`src/dma_pkg.sv`:
```
// I/O DMA shared definitions
`default_nettype none

package dma_pkg;

   ////////////////////
   // Sizes
   ////////////////////
   localparam int NUM_CPUS        = 2;
   localparam int NUM_CH          = 4;
   localparam int ADDR_W          = 22;
   localparam int WORD_W          = 64;
   localparam int HALF_W          = 16;
   localparam int A_W             = 24;
   localparam int HALVES_PER_WORD = 4;

   // Monitor-mode channel opcodes
   localparam logic [9:0] OP_WRITE_CA  = 10'o0010;
   localparam logic [9:0] OP_WRITE_CL  = 10'o0011;
   localparam logic [6:0] OP_CHAN_READ = 7'o033;

   // Aj of ch10, index 0
   localparam int CH_SEL_BASE = 8;

   typedef logic [1:0] ch_idx_t;

   // One instruction word, two decodings
   typedef union packed {
      struct packed {
         logic [9:0] op;
         logic [5:0] fld;
      } wr;
      struct packed {
         logic [6:0] op;
         logic [2:0] i;
         logic [5:0] jk;    // Zero selects interrupt read
      } rd;
   } instr_u;

   typedef struct packed {
      instr_u         instr;
      logic           mon_mode;
      logic           vld;
      logic [A_W-1:0] aj;
      logic [A_W-1:0] ak;
   } cpu_req_t;

   typedef enum logic [1:0] {NONE, WR_CA, WR_CL, RD} cpu_op_e;

   typedef struct packed {
      cpu_op_e           kind;
      logic              is_int;
      ch_idx_t           ch;
      logic              chan_ok;
      logic [ADDR_W-1:0] val;
   } cpu_op_t;

   typedef struct packed {
      logic              req;
      logic              wr;
      logic [ADDR_W-1:0] addr;
      logic [WORD_W-1:0] data;
   } mem_req_t;

endpackage

`default_nettype wire

```
`src/cpu_instr_decode.sv`:
```
// CPU channel instruction decoder
`timescale 1ns/1ps
`default_nettype none

module cpu_instr_decode (
   input  wire                    clk,
   input  wire                    rst,
   input  wire dma_pkg::cpu_req_t i_cpu,
   output dma_pkg::cpu_op_t       o_op
);
   import dma_pkg::*;

   cpu_req_t       cpu_q;
   logic [A_W-1:0] ch_off;

   // Flop the CPU side for timing
   always_ff @(posedge clk)
   begin
      cpu_q <= i_cpu;
      if (rst)
         cpu_q.vld <= 1'b0;
   end

   always_comb
   begin
      ch_off    = cpu_q.aj - A_W'(CH_SEL_BASE);
      o_op      = '0;
      o_op.kind = NONE;
      o_op.ch   = ch_off[1:0];
      o_op.chan_ok = (ch_off < A_W'(NUM_CH));   // Aj below base wraps high
      o_op.val     = cpu_q.ak[ADDR_W-1:0];
      o_op.is_int  = (cpu_q.instr.rd.jk == 6'd0);
      if (cpu_q.vld && cpu_q.mon_mode)
      begin
         if (cpu_q.instr.wr.op == OP_WRITE_CA)
            o_op.kind = WR_CA;
         else if (cpu_q.instr.wr.op == OP_WRITE_CL)
            o_op.kind = WR_CL;
         else if (cpu_q.instr.rd.op == OP_CHAN_READ)
            o_op.kind = RD;
      end
   end

endmodule

`default_nettype wire

```
`src/chan_regs.sv`:
```
// Channel address and limit registers
`timescale 1ns/1ps
`default_nettype none

module chan_regs (
   input  wire                     clk,
   input  wire                     rst,
   input  wire dma_pkg::cpu_op_t   i_op [dma_pkg::NUM_CPUS],
   input  wire                     i_cpl,
   input  wire dma_pkg::ch_idx_t   i_cpl_ch,
   output logic [dma_pkg::NUM_CH-1:0] o_active,
   output logic [dma_pkg::ADDR_W-1:0] o_ca [dma_pkg::NUM_CH],
   output logic [dma_pkg::A_W-1:0]    o_cpu_ai [dma_pkg::NUM_CPUS]
);
   import dma_pkg::*;

   logic [ADDR_W-1:0] cl [NUM_CH];
   logic [ADDR_W-1:0] ca_inc;
   logic [NUM_CH-1:0] int_vec;
   logic [NUM_CH-1:0] int_set;
   logic [NUM_CH-1:0] int_clr;
   logic              cpl_hit;
   logic              cpl_done;
   logic              any_int;
   ch_idx_t           int_idx;
   cpu_op_t           op_sel;
   int                win;

   ////////////////////
   // CPU arbitration
   ////////////////////
   // Lowest numbered CPU wins, the rest are dropped
   always_comb
   begin
      win = 0;
      for (int c = NUM_CPUS - 1; c >= 0; c--)
         if (i_op[c].kind != NONE)
            win = c;
      op_sel = i_op[win];
   end

   // Lowest pending interrupt
   always_comb
   begin
      any_int = |int_vec;
      int_idx = '0;
      for (int i = NUM_CH - 1; i >= 0; i--)
         if (int_vec[i])
            int_idx = ch_idx_t'(i);
   end

   assign ca_inc   = o_ca[i_cpl_ch] + 1'b1;
   assign cpl_hit  = i_cpl && o_active[i_cpl_ch];
   assign cpl_done = cpl_hit && (ca_inc == cl[i_cpl_ch]);
   assign int_set  = cpl_done ? (NUM_CH'(1) << i_cpl_ch) : '0;
   assign int_clr  = (op_sel.kind == RD && op_sel.is_int && any_int) ?
                     (NUM_CH'(1) << int_idx) : '0;

   always_ff @(posedge clk)
   begin
      if (rst)
      begin
         o_active <= '0;
         int_vec  <= '0;
         for (int i = 0; i < NUM_CH; i++)
         begin
            o_ca[i] <= '0;
            cl[i]   <= '0;
         end
      end
      else
      begin
         int_vec <= (int_vec & ~int_clr) | int_set;
         if (cpl_hit)
         begin
            o_ca[i_cpl_ch] <= ca_inc;
            if (cpl_done)
               o_active[i_cpl_ch] <= 1'b0;   // Limit reached
         end
         // CPU write lands after the increment
         if (op_sel.chan_ok && op_sel.kind == WR_CA)
         begin
            o_ca[op_sel.ch]     <= op_sel.val;
            o_active[op_sel.ch] <= (op_sel.val != cl[op_sel.ch]);
         end
         if (op_sel.chan_ok && op_sel.kind == WR_CL)
            cl[op_sel.ch] <= op_sel.val;
      end
   end

   ////////////////////
   // Read results
   ////////////////////
   always_ff @(posedge clk)
   begin
      for (int c = 0; c < NUM_CPUS; c++)
      begin
         if (rst)
            o_cpu_ai[c] <= '0;
         else if (c == win && i_op[c].kind == RD)
         begin
            if (i_op[c].is_int)
               o_cpu_ai[c] <= any_int ? A_W'(CH_SEL_BASE) + A_W'(int_idx) : '0;
            else if (i_op[c].chan_ok)
               o_cpu_ai[c] <= A_W'(o_ca[i_op[c].ch]);
            else
               o_cpu_ai[c] <= '0;   // No such channel
         end
      end
   end

endmodule

`default_nettype wire

```
`src/chan_rx.sv`:
```
// Input channel halfword packer
`timescale 1ns/1ps
`default_nettype none

module chan_rx (
   input  wire                         clk,
   input  wire                         rst,
   input  wire [dma_pkg::HALF_W-1:0]   i_data,
   input  wire                         i_vld,
   output logic                        o_rdy,
   input  wire                         i_rd,
   output logic                        o_full,
   output logic [dma_pkg::WORD_W-1:0]  o_word
);
   import dma_pkg::*;

   logic [$clog2(HALVES_PER_WORD)-1:0] cnt;
   logic                               take;

   assign o_rdy = !o_full;   // Stall while a word waits
   assign take  = i_vld && o_rdy;

   always_ff @(posedge clk)
   begin
      if (rst)
      begin
         cnt    <= '0;
         o_full <= 1'b0;
      end
      else
      begin
         if (i_rd)
            o_full <= 1'b0;
         if (take)
         begin
            cnt <= cnt + 1'b1;
            if (cnt == HALVES_PER_WORD - 1)
               o_full <= 1'b1;
         end
      end
   end

   // First halfword ends up on top
   always_ff @(posedge clk)
      if (take)
         o_word <= {o_word[WORD_W-HALF_W-1:0], i_data};

endmodule

`default_nettype wire

```
`src/chan_tx.sv`:
```
// Output channel halfword serializer
`timescale 1ns/1ps
`default_nettype none

module chan_tx (
   input  wire                         clk,
   input  wire                         rst,
   input  wire                         i_wr,
   input  wire [dma_pkg::WORD_W-1:0]   i_word,
   output logic                        o_empty,
   output logic [dma_pkg::HALF_W-1:0]  o_data,
   output logic                        o_vld,
   input  wire                         i_rdy
);
   import dma_pkg::*;

   logic [WORD_W-1:0]                  shreg;
   logic [$clog2(HALVES_PER_WORD)-1:0] cnt;
   logic                               sent;

   assign o_vld  = !o_empty;
   assign o_data = shreg[WORD_W-1 -: HALF_W];   // MS halfword first
   assign sent   = o_vld && i_rdy;

   always_ff @(posedge clk)
   begin
      if (rst)
      begin
         o_empty <= 1'b1;
         cnt     <= '0;
      end
      else if (i_wr)
      begin
         o_empty <= 1'b0;
         cnt     <= '0;
      end
      else if (sent)
      begin
         cnt <= cnt + 1'b1;
         if (cnt == HALVES_PER_WORD - 1)
            o_empty <= 1'b1;   // Last halfword gone
      end
   end

   always_ff @(posedge clk)
   begin
      if (i_wr)
         shreg <= i_word;
      else if (sent)
         shreg <= {shreg[WORD_W-HALF_W-1:0], HALF_W'(0)};
   end

endmodule

`default_nettype wire

```
`src/rr_arbiter.sv`:
```
// Round-robin channel arbiter
`timescale 1ns/1ps
`default_nettype none

module rr_arbiter (
   input  wire                         clk,
   input  wire                         rst,
   input  wire [dma_pkg::NUM_CH-1:0]   i_req,
   input  wire                         i_take,
   output logic                        o_any,
   output dma_pkg::ch_idx_t            o_grant
);
   import dma_pkg::*;

   ch_idx_t last;
   ch_idx_t idx;

   // Walk backwards so the nearest index after the last grant wins
   always_comb
   begin
      o_any   = |i_req;
      o_grant = '0;
      idx     = '0;
      for (int k = NUM_CH; k >= 1; k--)
      begin
         idx = last + ch_idx_t'(k);
         if (i_req[idx])
            o_grant = idx;
      end
   end

   always_ff @(posedge clk)
   begin
      if (rst)
         last <= ch_idx_t'(NUM_CH - 1);   // First pick starts at 0
      else if (i_take)
         last <= o_grant;
   end

endmodule

`default_nettype wire

```
`src/mem_engine.sv`:
```
// Shared memory transfer engine
`timescale 1ns/1ps
`default_nettype none

module mem_engine (
   input  wire                         clk,
   input  wire                         rst,
   input  wire [dma_pkg::NUM_CH-1:0]   i_active,
   input  wire [dma_pkg::ADDR_W-1:0]   i_ca [dma_pkg::NUM_CH],
   input  wire [dma_pkg::NUM_CH-1:0]   i_rx_full,
   input  wire [dma_pkg::WORD_W-1:0]   i_rx_word [dma_pkg::NUM_CH],
   input  wire [dma_pkg::NUM_CH-1:0]   i_tx_empty,
   output logic [dma_pkg::NUM_CH-1:0]  o_rx_rd,
   output logic [dma_pkg::NUM_CH-1:0]  o_tx_wr,
   output logic [dma_pkg::WORD_W-1:0]  o_tx_word,
   output dma_pkg::mem_req_t           o_mem,
   input  wire                         i_mem_ack,
   input  wire [dma_pkg::WORD_W-1:0]   i_mem_rdata,
   output logic                        o_cpl,
   output dma_pkg::ch_idx_t            o_cpl_ch
);
   import dma_pkg::*;

   typedef enum logic [1:0] {IDLE, FETCH, FORWARD} state_e;

   state_e            state;
   ch_idx_t           gnt;
   ch_idx_t           arb_grant;
   logic [ADDR_W-1:0] addr;
   logic [WORD_W-1:0] data;
   logic [NUM_CH-1:0] req;
   logic              arb_any;
   logic              is_in;
   logic              take;

   // Rx full only on inputs, tx empty only on outputs
   assign req   = i_active & (i_rx_full | i_tx_empty);
   assign take  = (state == IDLE) && arb_any;
   assign is_in = !gnt[0];   // Even index is an input channel

   rr_arbiter u_arb (
      .clk     (clk),
      .rst     (rst),
      .i_req   (req),
      .i_take  (take),
      .o_any   (arb_any),
      .o_grant (arb_grant)
   );

   always_ff @(posedge clk)
   begin
      if (rst)
      begin
         state <= IDLE;
         gnt   <= '0;
      end
      else
      begin
         case (state)
            IDLE:
               if (arb_any)
               begin
                  gnt   <= arb_grant;
                  state <= FETCH;
               end
            FETCH:
               if (is_in || i_mem_ack)
                  state <= FORWARD;
            FORWARD:
               if (o_cpl)
                  state <= IDLE;
            default:
               state <= IDLE;
         endcase
      end
   end

   // Payload, address from CA at grant time
   always_ff @(posedge clk)
   begin
      if (take)
         addr <= i_ca[arb_grant];
      if (state == FETCH && is_in)
         data <= i_rx_word[gnt];
      else if (state == FETCH && i_mem_ack)
         data <= i_mem_rdata;
   end

   always_comb
   begin
      o_rx_rd = '0;
      o_tx_wr = '0;
      if (state == FETCH && is_in)
         o_rx_rd[gnt] = 1'b1;
      if (state == FORWARD && !is_in)
         o_tx_wr[gnt] = 1'b1;
   end

   assign o_tx_word  = data;
   assign o_mem.req  = (state == FETCH && !is_in) || (state == FORWARD && is_in);
   assign o_mem.wr   = (state == FORWARD) && is_in;
   assign o_mem.addr = addr;
   assign o_mem.data = data;
   assign o_cpl      = (state == FORWARD) && (!is_in || i_mem_ack);
   assign o_cpl_ch   = gnt;

endmodule

`default_nettype wire

```
`src/io_dma_top.sv`:
```
// I/O DMA controller top level
`timescale 1ns/1ps
`default_nettype none

module io_dma_top (
   input  wire                         clk,
   input  wire                         rst,
   input  wire dma_pkg::cpu_req_t      i_cpu [dma_pkg::NUM_CPUS],
   output logic [dma_pkg::A_W-1:0]     o_cpu_ai [dma_pkg::NUM_CPUS],
   // Input channels 10, 12
   input  wire [dma_pkg::HALF_W-1:0]   i_in_data [dma_pkg::NUM_CH/2],
   input  wire [dma_pkg::NUM_CH/2-1:0] i_in_vld,
   output logic [dma_pkg::NUM_CH/2-1:0] o_in_rdy,
   // Output channels 11, 13
   output logic [dma_pkg::HALF_W-1:0]  o_out_data [dma_pkg::NUM_CH/2],
   output logic [dma_pkg::NUM_CH/2-1:0] o_out_vld,
   input  wire [dma_pkg::NUM_CH/2-1:0] i_out_rdy,
   output dma_pkg::mem_req_t           o_mem,
   input  wire                         i_mem_ack,
   input  wire [dma_pkg::WORD_W-1:0]   i_mem_rdata
);
   import dma_pkg::*;

   wire cpu_op_t           cpu_op [NUM_CPUS];
   wire [NUM_CH-1:0]       active;
   wire [ADDR_W-1:0]       ca [NUM_CH];
   wire [NUM_CH-1:0]       rx_full;
   wire [NUM_CH-1:0]       tx_empty;
   wire [WORD_W-1:0]       rx_word [NUM_CH];
   wire [NUM_CH-1:0]       rx_rd;
   wire [NUM_CH-1:0]       tx_wr;
   wire [WORD_W-1:0]       tx_word;
   wire                    cpl;
   wire ch_idx_t           cpl_ch;

   for (genvar c = 0; c < NUM_CPUS; c++)
   begin : g_cpu
      cpu_instr_decode u_dec (.clk(clk), .rst(rst), .i_cpu(i_cpu[c]), .o_op(cpu_op[c]));
   end

   chan_regs u_regs (
      .clk(clk), .rst(rst), .i_op(cpu_op), .i_cpl(cpl), .i_cpl_ch(cpl_ch),
      .o_active(active), .o_ca(ca), .o_cpu_ai(o_cpu_ai)
   );

   // Pair p is input 2p and output 2p+1
   for (genvar p = 0; p < NUM_CH/2; p++)
   begin : g_pair
      assign rx_full[2*p+1]  = 1'b0;
      assign rx_word[2*p+1]  = '0;
      assign tx_empty[2*p]   = 1'b0;

      chan_rx u_rx (
         .clk(clk), .rst(rst), .i_data(i_in_data[p]), .i_vld(i_in_vld[p]),
         .o_rdy(o_in_rdy[p]), .i_rd(rx_rd[2*p]), .o_full(rx_full[2*p]),
         .o_word(rx_word[2*p])
      );

      chan_tx u_tx (
         .clk(clk), .rst(rst), .i_wr(tx_wr[2*p+1]), .i_word(tx_word),
         .o_empty(tx_empty[2*p+1]), .o_data(o_out_data[p]), .o_vld(o_out_vld[p]),
         .i_rdy(i_out_rdy[p])
      );
   end

   mem_engine u_eng (
      .clk(clk), .rst(rst), .i_active(active), .i_ca(ca),
      .i_rx_full(rx_full), .i_rx_word(rx_word), .i_tx_empty(tx_empty),
      .o_rx_rd(rx_rd), .o_tx_wr(tx_wr), .o_tx_word(tx_word),
      .o_mem(o_mem), .i_mem_ack(i_mem_ack), .i_mem_rdata(i_mem_rdata),
      .o_cpl(cpl), .o_cpl_ch(cpl_ch)
   );

endmodule

`default_nettype wire

```
`config.mk`:
```
export PLATFORM = sky130hd
export DESIGN_NAME = io_dma_top
export DESIGN_NICKNAME = d
export VERILOG_FILES = /design/src/dma_pkg.sv /design/src/cpu_instr_decode.sv /design/src/chan_regs.sv /design/src/chan_rx.sv /design/src/chan_tx.sv /design/src/rr_arbiter.sv /design/src/mem_engine.sv /design/src/io_dma_top.sv
export SDC_FILE = /design/constraint.sdc
export NUM_CORES = 1
export LEC_CHECK = 0
export ABC_AREA = 1
export BUFFER_PORTS_ARGS = -buffer_cell sky130_fd_sc_hd__buf_2
export CELL_PAD_IN_SITES_DETAIL_PLACEMENT = 0
export CELL_PAD_IN_SITES_GLOBAL_PLACEMENT = 1
export CORE_MARGIN = 2
export CORE_UTILIZATION = 47
export CTS_CLUSTER_DIAMETER = 100
export CTS_CLUSTER_SIZE = 10
export DETAILED_ROUTE_END_ITERATION = 8
export HOLD_SLACK_MARGIN = 0.02
export PLACE_DENSITY_LB_ADDON = 0.05
export SYNTH_ARGS = -nofsm -noshare
export SYNTH_HDL_FRONTEND = slang
export SYNTH_SLANG_ARGS = --single-unit
```
`constraint.sdc`:
```
create_clock -name clk -period 11.9 [get_ports clk]
set_input_delay 1.19 -clock clk [delete_from_list [all_inputs] [get_ports clk]]
set_output_delay 1.19 -clock clk [all_outputs]
set_load 0.01 [all_outputs]
```
==> impl_results.md, run 1 <==
- RSZ-0062 raised after global routing: false
- Pwr dens: 139 nW/µm²
- Psw: 1.23 mW
- Min-delay worst type: reg -> reg
- Crit path max fanout: 48
- Seq pwr share: 51.4%
- Leak: 15.7 nW
- Crit path cell chain: nand2_1 > nor2_1 > nand3_1 > nand2_1 > nand2_1 > nand2_1 > nand2_2 > buf_4 > nand2_1 > nand2_2 > nor2_1 > clkinv_1 > nor2_4 > nand4_1 > nand2_1 > nor2_1
- Worst-Margin Slew: 1.14 ns
- Initial DRC count: 2734
- Largest net degree at the start of global routing: roughly 110
- H-tree levels: 3
- Setup TNS: 0 ns
- Fmax: around 190 MHz
- Antenna-violating nets left: 0
- Max VDD drop: approximately 95 µV
- RD Place Congestion: between 0.8 and 0.9
- Avg Inst Size Synth: 8.50 µm²
- Yosys warns: 0
- Vias in the first global route: 25781
- Critical setup path kind: reg -> reg
- # rows: 97
- Nets: 4421
- # IOs: 407
- Clock skew: 0.0379 ns
- Worst slew margin: 24.1%
- Final Max Tran Viols: 0
- Seq cells post-synth: around 700
- Vias: 28139
- Die area: about 73000 µm²
- Clock power frac: 44.0%
- Routed vias/inst: between 5 and 6
- Final Cycle Share: 44.5%
- Slowest stage delay, CP: 0.99 ns
- Drt drc: 0
- Detailed-route wire length per cell: 21.5 µm
- Setup crit start: g_cpu[1].u_dec.cpu_q[59]$_DFF_P_
- Worst path arrival time: 5.82 ns
- Hold_sp: g_pair[0].u_rx.o_word[46]$_DFFE_PP_
- Req. time, crit path: 12.42 ns
- EDFF count, synth: 430
- Initial DRT Pass Iterations: 6
- Inserted Clock Buffers: 81
- Crit path top cell by count: nand2_1
- Hold_ws: 0.434 ns
- Detailed placement HPWL: ~75000 µm
- Die Wd: 269 µm
- Hold_buf cts: 0
- Comb pwr share: 4.6%
- Critical R2R Launch: g_cpu[1].u_dec.cpu_q[59]$_DFF_P_
- Clk slew on worst S/H paths: 0.06 ns
- Endpoints failing hold: 0
- Final Core Density: around 54%
- Most frequent cells in the layout: nand2_1, o21ai_0, edfxtp_1, buf_2, inv_1
- Internal Power: 4.07 mW
- Area Overhead vs Synth: 14.9%
- Fin crit period: 5.30 ns
- Gate count of the mapped netlist: between 3000 and 4000
- Grt total ovfl: 0
- Setup crit end kind: flip-flop
- Switch share: 23.2%
- Synthesized area: 33100 µm²
- Run status: complete, no violations
- Clock sinks: 718
- Setup ws final: 6.60 ns
- Clock root buffer: clkbuf_16
- Die Span Y: about 270 µm
- CTS tree: yes
- Buf/Inv on CP: 2
- Placed insts: 5036
- CTS resizes: 0
- Final instance area: 38100 µm²
- Final WL: 112000 µm
- Initial Util: 47.4%
- Startpoint types: flip-flop
- Yosys cell types: 52
- Overall power: 5.30 mW
- I/O Buffers: 398
- Seq/Total Area, Yosys: 56.4%
- Setup WS pre-CTS: 6.61 ns
- Core ar.: between 60000 and 70000 µm²
- Final setup fails: 0
- Max clock buf depth: 3
- Initial antenna violation count: 11
- DP Area: 35600 µm²
- Filler-free cell count of the finished design: 5191
- Share of post-route cells with drive strength above 1: 14.0%
- Ys async rst share: 0%
- Post-synth top flop: edfxtp_1
- Setup slack, reg-to-reg: 6.60 ns
- Gr usage total: between 30% and 40%
- Global-route wire length before repair: roughly 160000 µm
- CP delay by family, top: simple AND/OR/NAND/NOR gates
- Worst skew pair latency: 0.65 ns
- Commonest non-fill, non-tap cell in the layout: nand2_1
- Crit-path slowest cell: nor2_4
- Post-CTS setup buffers: 0
- Max-Cap Viols: 0
## layer usage
| metal | up-vias | share of wire, % | GRT usage (%) |
|---|---|---|---|
| met4 | 2 | 4.2 | 13.6 |
| met2 | 1067 | 49 | 51.0 |
| met1 | 13202 | 40 | 38.2 |
| met5 | - | 0.013 | 0 |
| met3 | 194 | 6.8 | 3.98 |
| li1 | 13674 | - | - |
## power by group through the flow
stage / combinational, mW / sequential (mW) / clock (mW)
after floorplan: 0.136 / 2.76 / 0
after global placement: 0.243 / 2.77 / 0
after detailed placement: 0.244 / 2.77 / 0
after CTS: 0.245 / 2.72 / 2.37
after global routing: 0.269 / 2.73 / 2.46
final: 0.245 / 2.72 / 2.33
## sequential cells by signal, indices dropped and copies added (netlist names), 4 cells and up, named ones only
name and count:
u_eng.o_tx_word 64, g_pair.u_tx.cnt 4, u_regs.o_active 4, u_regs.o_ca 88, u_regs.int_vec 4, u_regs.cl 88
g_cpu.u_dec.o_op 44, g_cpu.u_dec.cpu_q 84, u_regs.o_cpu_ai 44, g_pair.u_tx.shreg 128, g_pair.u_rx.o_word 128, u_eng.addr 22
g_pair.u_rx.cnt 4
## synth_stat cells (8+ instances only)
library cell  number  area (µm²)
nand2_1          933        3500
inv_2             10        37.5
a21oi_1          249        1250
inv_1            328        1230
nand3_1          315        1580
xor2_1            28         245
a32oi_1            8        70.1
o22ai_1           32         200
buf_1             16        60.1
buf_2             17        85.1
nor3_1            58         290
nor4_1             8        50.1
a22oi_1           47         353
clkbuf_1         169         634
o21ai_0          446        2230
nor2_1           310        1160
edfxtp_1         430       12900
nor2_2            15        93.8
nand4_1           34         213
clkinv_1          23        86.3
buf_4             43         323
dfxtp_1          288        5770
nand3b_1          19         143
## cell families (layout without fill, tap and decap cells)
family / count (synthesis) / in the layout / share of synthesized area (%)
compound gates: 817 / 817 / 13.2
xor+xnor: 36 / 36 / 1.04
fa+ha+maj: 7 / 7 / 0.264
buf+inv: 608 / 947 / 7.47
flops: 718 / 718 / 56.4
other cells: 1 / 15 / 0.0113
simple gates: 1711 / 1711 / 21.7
## layout make-up
cell class	count	area [µm²]
Sequential cell	718	18700
Fill cell	6722	31800
Clock buffer	137	2250
Timing Repair Buffer	442	2320
Antenna cell	11	27.5
Tap cell	940	1180
Multi-Input combinational cell	2575	12100
Clock inverter	7	163
Inverter	361	1360
## path summary, 6_finish.rpt
check,end,depth (start not counted)
worst max register to register,u_regs.o_active[0]$_SDFF_PP0_,16
worst max-delay path,u_regs.o_active[0]$_SDFF_PP0_,16
worst min-delay path,g_pair[0].u_rx.o_word[62]$_DFFE_PP_,0
worst min register to register,g_pair[0].u_rx.o_word[62]$_DFFE_PP_,0
Power figures use the tool's default switching activity.
==> run 2: changes to the inputs <==
ABC_AREA = 0   (was 1)
clock period = 5.2 ns   (was 11.9 ns; I/O delays follow)
==> run 2 against run 1 <==
- sequential share of layout area fell by 0.15 points
- critical path depth shrank 6
- core utilization rose by 2.5 points
- worst setup slack got worse by 5.8 ns
- non-clock buffer count rose by 132
- power increased by 130%
- area after synthesis shrank 4.0%
- combinational power increased by 120%
- die area fell by 3.9%
- critical endpoint unchanged
- count of clock-buffer cells in the layout rose by 2
- fmax up 19%
==> impl_results.md, run 2 <==
- Worst-Margin Slew: 1.20 ns (+0.0650 ns)
- Fmax: 226 MHz (+19%)
- EDFF count, synth: 430 (unchanged)
- Setup crit start: g_cpu[0].u_dec.cpu_q[63]$_DFF_P_
- Grt total ovfl: 0 (unchanged)
- Clock sinks: 718 (unchanged)
- Ys async rst share: 0% (unchanged)
- Die Wd: 264 µm (-2.0%)
- Seq cells post-synth: 718 (unchanged)
- Register area: 18700 µm² (about the same)
- I/O Buffers: 398 (unchanged)
- Post-synth top flop: edfxtp_1
- Req. time, crit path: 5.67 ns (-6.75 ns)
- Reg2reg path depth: 10 (-6)
- Commonest non-fill, non-tap cell in the layout: edfxtp_1
- Largest family of logic cells by synthesized area: multiplexers
- Fin crit period: 4.43 ns (-0.861 ns)
- Synth Area in Compound Gates: 8.87% (-4.3 points)
- Min-delay worst type: in -> reg
- CTS resizes: 0 (unchanged)
- Inserted Clock Buffers: 81 (unchanged)
- Regs by FF count: g_pair.u_rx.o_word x128, g_pair.u_tx.shreg x128
- # IOs: 407 (unchanged)
- Synth cell count leaders: edfxtp_1, nor2_1, dfxtp_1
- Initial DRT Pass Iterations: 5 (-1)
- Avg Inst Size Synth: 12.2 µm² (+44%)
- Yosys cell types: 76 (+46%)
- Vias: 22879 (-19%)
- Startpoint types: flip-flop
- Synth area leader: edfxtp_1
- Gate count of the mapped netlist: 2607 (-33%)
- Critical R2R Launch: g_cpu[0].u_dec.cpu_q[63]$_DFF_P_
- Nets: 3300 (-25%)
- Crit path max fanout: 12 (-75%)
- Clock root buffer: clkbuf_16
- RSZ-0062 raised after global routing: false
- Leak: 14.3 nW (-9.1%)
- Final Max Tran Viols: 0 (unchanged)
- Core ar.: 67000 µm² (-4.1%)
- Final Core Density: 57.0% (+2.5 points)
- Endpoints failing hold: 0 (unchanged)
- Clock skew: 0.0382 ns (+0.000290 ns)
- Critical setup path kind: reg -> reg
- DP Area: 34400 µm² (-3.3%)
- Max VDD drop: 201 µV (+110%)
- Max clock buf depth: 3 (unchanged)
- Gr usage total: 27.1% (-3.0 points)
- Synthesized area: 31800 µm² (-4.0%)
- Routed vias/inst: 5.71 (+5.3%)
- Die area: 69800 µm² (-3.9%)
- Adder-cell share of the synthesized area: 0.275% (+0.011 points)
- Initial Util: 47.5% (+0.064 points)
- Share of post-route cells with drive strength above 1: 25.4% (+11 points)
- Seq/Total Area, Yosys: 58.7% (+2.3 points)
- Post-synthesis xor/xnor area fraction: 2.41% (+1.4 points)
- Run status: complete, no violations
- Pwr dens: 317 nW/µm² (+130%)
- Detailed-route wire length per cell: 23.9 µm (+11%)
- Most frequent cells in the layout: edfxtp_1, buf_2, nor2_1, dfxtp_1, a21oi_1
- H-tree levels: 3 (unchanged)
- Yosys warns: 0 (unchanged)
- Most frequent cell after synthesis: edfxtp_1
- Top-area cell type share of the netlist area: 40.6% (+1.6 points)
- Final Cycle Share: 85.3% (+41 points)
- Die Span Y: 264 µm (-2.0%)
- Setup slack, reg-to-reg: 0.77 ns (-5.84 ns)
- Final WL: 95700 µm (-14%)
- Area Overhead vs Synth: 20.1%
- Setup TNS: 0 ns (unchanged)
- CTS tree: yes
- Worst skew pair latency: 0.65 ns (about the same)
- RD Place Congestion: 0.902 (+1.9%)
- Global-route wire length before repair: 143000 µm (-13%)
- CP Capture Point: u_regs.o_active[0]$_SDFF_PP0_
- Clk slew on worst S/H paths: 0.06 ns (about the same)
- Most area-consuming cells after synthesis: edfxtp_1, dfxtp_1, mux4_2
- # rows: 95 (-2.1%)
- Drt drc: 0 (unchanged)
- Detailed placement HPWL: 62500 µm (-16%)
- Post-synthesis mux area share: 13.6% (+14 points)
- Largest net degree at the start of global routing: 104 (-8.8%)
- R2r endpoint: u_regs.o_active[0]$_SDFF_PP0_
- Placed insts: 3719 (-26%)
- Max-Cap Viols: 0 (unchanged)
- Setup crit end kind: flip-flop
- Final instance area: 38200 µm² (+0.35%)
- Multi-input gate area: 12200 µm² (+1.0%)
- Simple-gate portion of the synthesized area: 12.8% (-8.8 points)
- Initial DRC count: 1839 (-33%)
- Initial antenna violation count: 11 (unchanged)
- Worst slew margin: 20.0% (-4.2 points)
- Antenna-violating nets left: 0 (unchanged)
- Fill count: 5581 (-17%)
- Final setup fails: 0 (unchanged)
- Worst path arrival time: 4.91 ns (-0.91 ns)
- Filler-free cell count of the finished design: 4007 (-23%)
- Vias in the first global route: 22967 (-11%)
run 2: kinds of logic after synthesis:
family,count (synthesis)
simple gates,853
flops,718
compound gates,433
mux,286
buf+inv,231
xor+xnor,78
fa+ha+maj,7
other cells,1
run 2: area by class of cell:
cell class | instances | area share, %
Sequential cell | 718 | 48.9
Timing Repair Buffer | 574 | 9.59
Antenna cell | 13 | 0.0852
Multi-Input combinational cell | 1661 | 32.0
Clock inverter | 7 | 0.436
Inverter | 22 | 0.216
Tap cell | 873 | 2.86
Clock buffer | 139 | 5.90
run 2: what timing repair did:
item,CTS,global route
endpoints found under the hold margin,129,0
setup buffers,0,0
hold buffers,129,0
run 2: routing by layer:
metal / track usage [%] / up-vias / part of all wire (%)
li1: - / 10551 / -
met1: 34.2 / 11333 / 41
met2: 46.0 / 801 / 50
met3: 4.11 / 190 / 5.6
met4: 12.3 / 4 / 4.1
met5: 0 / - / 0.022
run 2: where the power goes:
part           switching (mW)  total, mW  leakage (nW)  internal [mW]
sequential             0.0788       6.23          6.51           6.15
combinational           0.271      0.532          6.59          0.261
clock                    2.36       5.33          1.14           2.98
total                    2.71       12.1          14.3           9.39
run 2: how the worst min path moves through the flow:
stage / slack (ns) / startpoint / depth (start not counted) / to
after floorplan: 0.42 / g_pair[0].u_rx.o_word[0]$_DFFE_PP_ / 0 / g_pair[0].u_rx.o_word[16]$_DFFE_PP_
after global placement: 0.42 / g_pair[0].u_rx.o_word[44]$_DFFE_PP_ / 0 / g_pair[0].u_rx.o_word[60]$_DFFE_PP_
after detailed placement: 0.43 / g_pair[0].u_rx.o_word[11]$_DFFE_PP_ / 0 / g_pair[0].u_rx.o_word[27]$_DFFE_PP_
after CTS: 0.02 / i_in_data[12] / 1 / g_pair[1].u_rx.o_word[12]$_DFFE_PP_
after global routing: 0.03 / i_in_data[12] / 1 / g_pair[1].u_rx.o_word[12]$_DFFE_PP_
final: 0.06 / i_in_data[12] / 1 / g_pair[1].u_rx.o_word[12]$_DFFE_PP_
run 2: critical path, stage by stage (launching register included):
cell and delay [ns]:
dfxtp_1 0.31, or4_1 0.55, o211ai_1 0.47, a211o_1 0.65
buf_4 0.34, mux2i_1 0.43, xnor2_1 0.21, o2111ai_1 0.14
or4_4 0.54, nor4_4 0.49, o31ai_1 0.11
run 2: through the flow:
step	hold slack [ns]	setup WS [ns]	power (mW)
4_1_cts	0.0202	0.765	12.2
6_report	0.0571	0.765	12.1
5_1_grt	0.0297	0.497	12.5
2_1_floorplan	0.418	0.822	6.58
3_5_place_dp	0.426	0.811	6.80
3_3_place_gp	0.420	0.870	6.78
==> run 3: changes to the inputs <==
clock period = 4.7 ns   (was 5.2 ns; I/O delays follow)
==> run 3 against run 2 <==
- worst setup slack worse by 0.39 ns
- worst hold slack got worse by 0.00083 ns
- combinational power increased by 17%
- flip-flop and latch count is the same
- final cell count grew 0.82%
- critical endpoint is now u_regs.o_active[3]$_SDFF_PP0_
- largest power group unchanged
==> impl_results.md, run 3 (same netlist as run 2, synthesis figures left out) <==
- Final Cycle Share: 92.1% (+6.8 points)
- Worst-Margin Slew: 1.24 ns (+0.0437 ns)
- Endpoints failing hold: 0 (unchanged)
- Die area: 69800 µm² (unchanged)
- Max clock buf depth: 3 (unchanged)
- Final WL: 96700 µm (+0.96%)
- Final Max Tran Viols: 0 (unchanged)
- Detailed-route wire length per cell: 23.9 µm (+0.13%)
- Startpoint types: flip-flop
- Final setup fails: 0 (unchanged)
- Initial antenna violation count: 7 (-4)
- Worst hold stages: 2 (+1)
- Fin crit period: 4.33 ns (-0.107 ns)
- Most frequent cells in the layout: edfxtp_1, buf_2, nor2_1, dfxtp_1, a21oi_1
- Clock sinks: 718 (unchanged)
- Worst slew margin: 17.0% (-2.9 points)
- Fmax: 231 MHz (+2.5%)
- Comb pwr share: 4.6% (+0.2 points)
- Hold_sp: i_cpu[114]
- Leak: 14.4 nW (+1.3%)
- R2r endpoint: u_regs.o_active[3]$_SDFF_PP0_
- Global-route wire length before repair: 145000 µm (+1.5%)
- Setup slack, reg-to-reg: 0.37 ns (-0.39 ns)
- RSZ-0062 raised after global routing: false
- RD Place Congestion: 0.906 (+0.52%)
- Initial DRC count: 1919 (+4.4%)
- I/O Buffers: 398 (unchanged)
- DP Area: 34600 µm² (+0.35%)
- Internal Power: 10.4 mW (+11%)
- Setup ws final: 0.372 ns (-0.393 ns)
- Antenna-violating nets left: 0 (unchanged)
- Regs by FF count: g_pair.u_rx.o_word x128, g_pair.u_tx.shreg x128
- Setup crit end kind: flip-flop
- Die Span Y: 264 µm (unchanged)
- Max-Cap Viols: 0 (unchanged)
- Core ar.: 67000 µm² (unchanged)
- Critical setup path kind: reg -> reg
- Share of post-route cells with drive strength above 1: 25.4% (-0.037 points)
- Grt total ovfl: 0 (unchanged)
- # IOs: 407 (unchanged)
- H-tree levels: 3 (unchanged)
- Clk slew on worst S/H paths: 0.06 ns (about the same)
- Area Overhead vs Synth: 21.3%
- Vias: 23131 (+1.1%)
- Worst path arrival time: 4.84 ns (-0.07 ns)
- Req. time, crit path: 5.21 ns (-0.46 ns)
- Die Wd: 264 µm (unchanged)
- Clock power frac: 44.0% (about the same)
- Min-delay worst type: in -> reg
- Setup TNS: 0 ns (unchanged)
- CTS tree: yes
- Clock root buffer: clkbuf_16
- Gr usage total: 27.4% (+0.32 points)
- Routed vias/inst: 5.73 (+0.28%)
- Register area: 18700 µm² (unchanged)
- Psw: 3.00 mW (+11%)
- Final instance area: 38600 µm² (+1.1%)
- Initial DRT Pass Iterations: 5 (unchanged)
- Overall power: 13.4 mW (+11%)
- Critical R2R Launch: g_cpu[0].u_dec.cpu_q[65]$_DFF_P_
- Run status: complete, no violations
- Drt drc: 0 (unchanged)
- Setup WS pre-CTS: 0.475 ns (-0.336 ns)
- Initial Util: 47.5% (unchanged)
- Multi-input gate area: 12200 µm² (about the same)
- Worst skew pair latency: 0.65 ns (about the same)
- Detailed placement HPWL: 63600 µm (+1.8%)
- Clock skew: 0.0357 ns (-0.00255 ns)
- Crit path max fanout: 30 (+18)
- Hold endpoint: g_cpu[0].u_dec.cpu_q[48]$_SDFF_PP0_
- Fill count: 5569 (-0.22%)
- Nets: 3340 (+1.2%)
- Hold_ws: 0.0563 ns (-0.000832 ns)
- Pwr dens: 347 nW/µm² (+9.7%)
- Inserted Clock Buffers: 81 (unchanged)
- Seq pwr share: 51.4% (about the same)
- Largest net degree at the start of global routing: 109 (+4.8%)
- # rows: 95 (unchanged)
- Max VDD drop: 271 µV (+34%)
- Switch share: 22.4% (about the same)
- Vias in the first global route: 22721 (-1.1%)
- Reg2reg path depth: 11 (+1)
- Commonest non-fill, non-tap cell in the layout: edfxtp_1
## run 3: cell count changes in the layout (fill, tap and decap cells not counted), moves of 4 or more
| cell | before | now |
|---|---|---|
| dlygate4sd3_1 | 129 | 159 |
| diode_2 | 13 | 6 |
| buf_4 | 46 | 52 |
| buf_12 | 2 | 6 |
## run 3: area by class of cell
type,count,area share (%)
tap,873,2.83
sequential,718,48.4
inverter,22,0.214
antenna,6,0.0389
multi-input combinational,1661,31.6
clock buffer,139,5.84
clock inverter,7,0.431
timing repair buffer,614,10.6
## run 3: per-stage QoR
stage,utilization (%),instances
final,57.6,4040
after CTS,57.5,4034
after detailed placement,51.6,3729
after floorplan,-,2610
after global placement,51.6,3729
after global routing,57.6,4038
## run 3: per-layer routing
metal	up-vias	global-route usage, %	part of all wire, %
met2	854	45.9	49
met1	11485	35.5	40
met5	-	0	0.024
li1	10617	-	-
met4	4	12.2	4.0
met3	171	3.79	6.1
## run 3: what timing repair did
| item | CTS | global route |
|---|---|---|
| resized for setup | 0 | 0 |
| endpoints found under the hold margin | 159 | 0 |
| hold buffers | 159 | 0 |
| buffers inserted | 0 | 0 |
## run 3: worst max-delay path by stage
stage,startpoint,to,cells past startpoint
6_report,g_cpu[0].u_dec.cpu_q[65]$_DFF_P_,u_regs.o_active[3]$_SDFF_PP0_,11
5_1_grt,g_cpu[0].u_dec.cpu_q[65]$_DFF_P_,u_regs.o_active[0]$_SDFF_PP0_,11
4_1_cts,g_cpu[0].u_dec.cpu_q[65]$_DFF_P_,u_regs.o_active[3]$_SDFF_PP0_,11
3_5_place_dp,g_cpu[0].u_dec.cpu_q[65]$_DFF_P_,u_regs.o_active[3]$_SDFF_PP0_,11
3_3_place_gp,g_cpu[0].u_dec.cpu_q[65]$_DFF_P_,u_regs.o_active[1]$_SDFF_PP0_,11
2_1_floorplan,u_eng.o_cpl_ch[0]$_SDFFE_PP0P_,u_eng.state[1]$_SDFFE_PP0P_,5
## run 3: critical path, stage by stage, from the launching register on
cell,delay (ns)
dfxtp_1,0.29
or4b_1,0.62
o21ai_1,0.41
a211o_1,0.35
buf_12,0.26
mux2i_4,0.47
o221ai_1,0.23
xnor2_1,0.18
o2111ai_1,0.18
or4_4,0.57
nor4_4,0.47
o21ai_1,0.13
## run 3: power by group through the flow
stage | Combinational (mW) | Sequential (mW) | Clock, mW
after global routing | 0.663 | 6.91 | 6.27
after detailed placement | 0.504 | 7.02 | 0
after CTS | 0.619 | 6.89 | 6.00
final | 0.620 | 6.89 | 5.89
after global placement | 0.496 | 7.01 | 0
after floorplan | 0.289 | 6.99 | 0
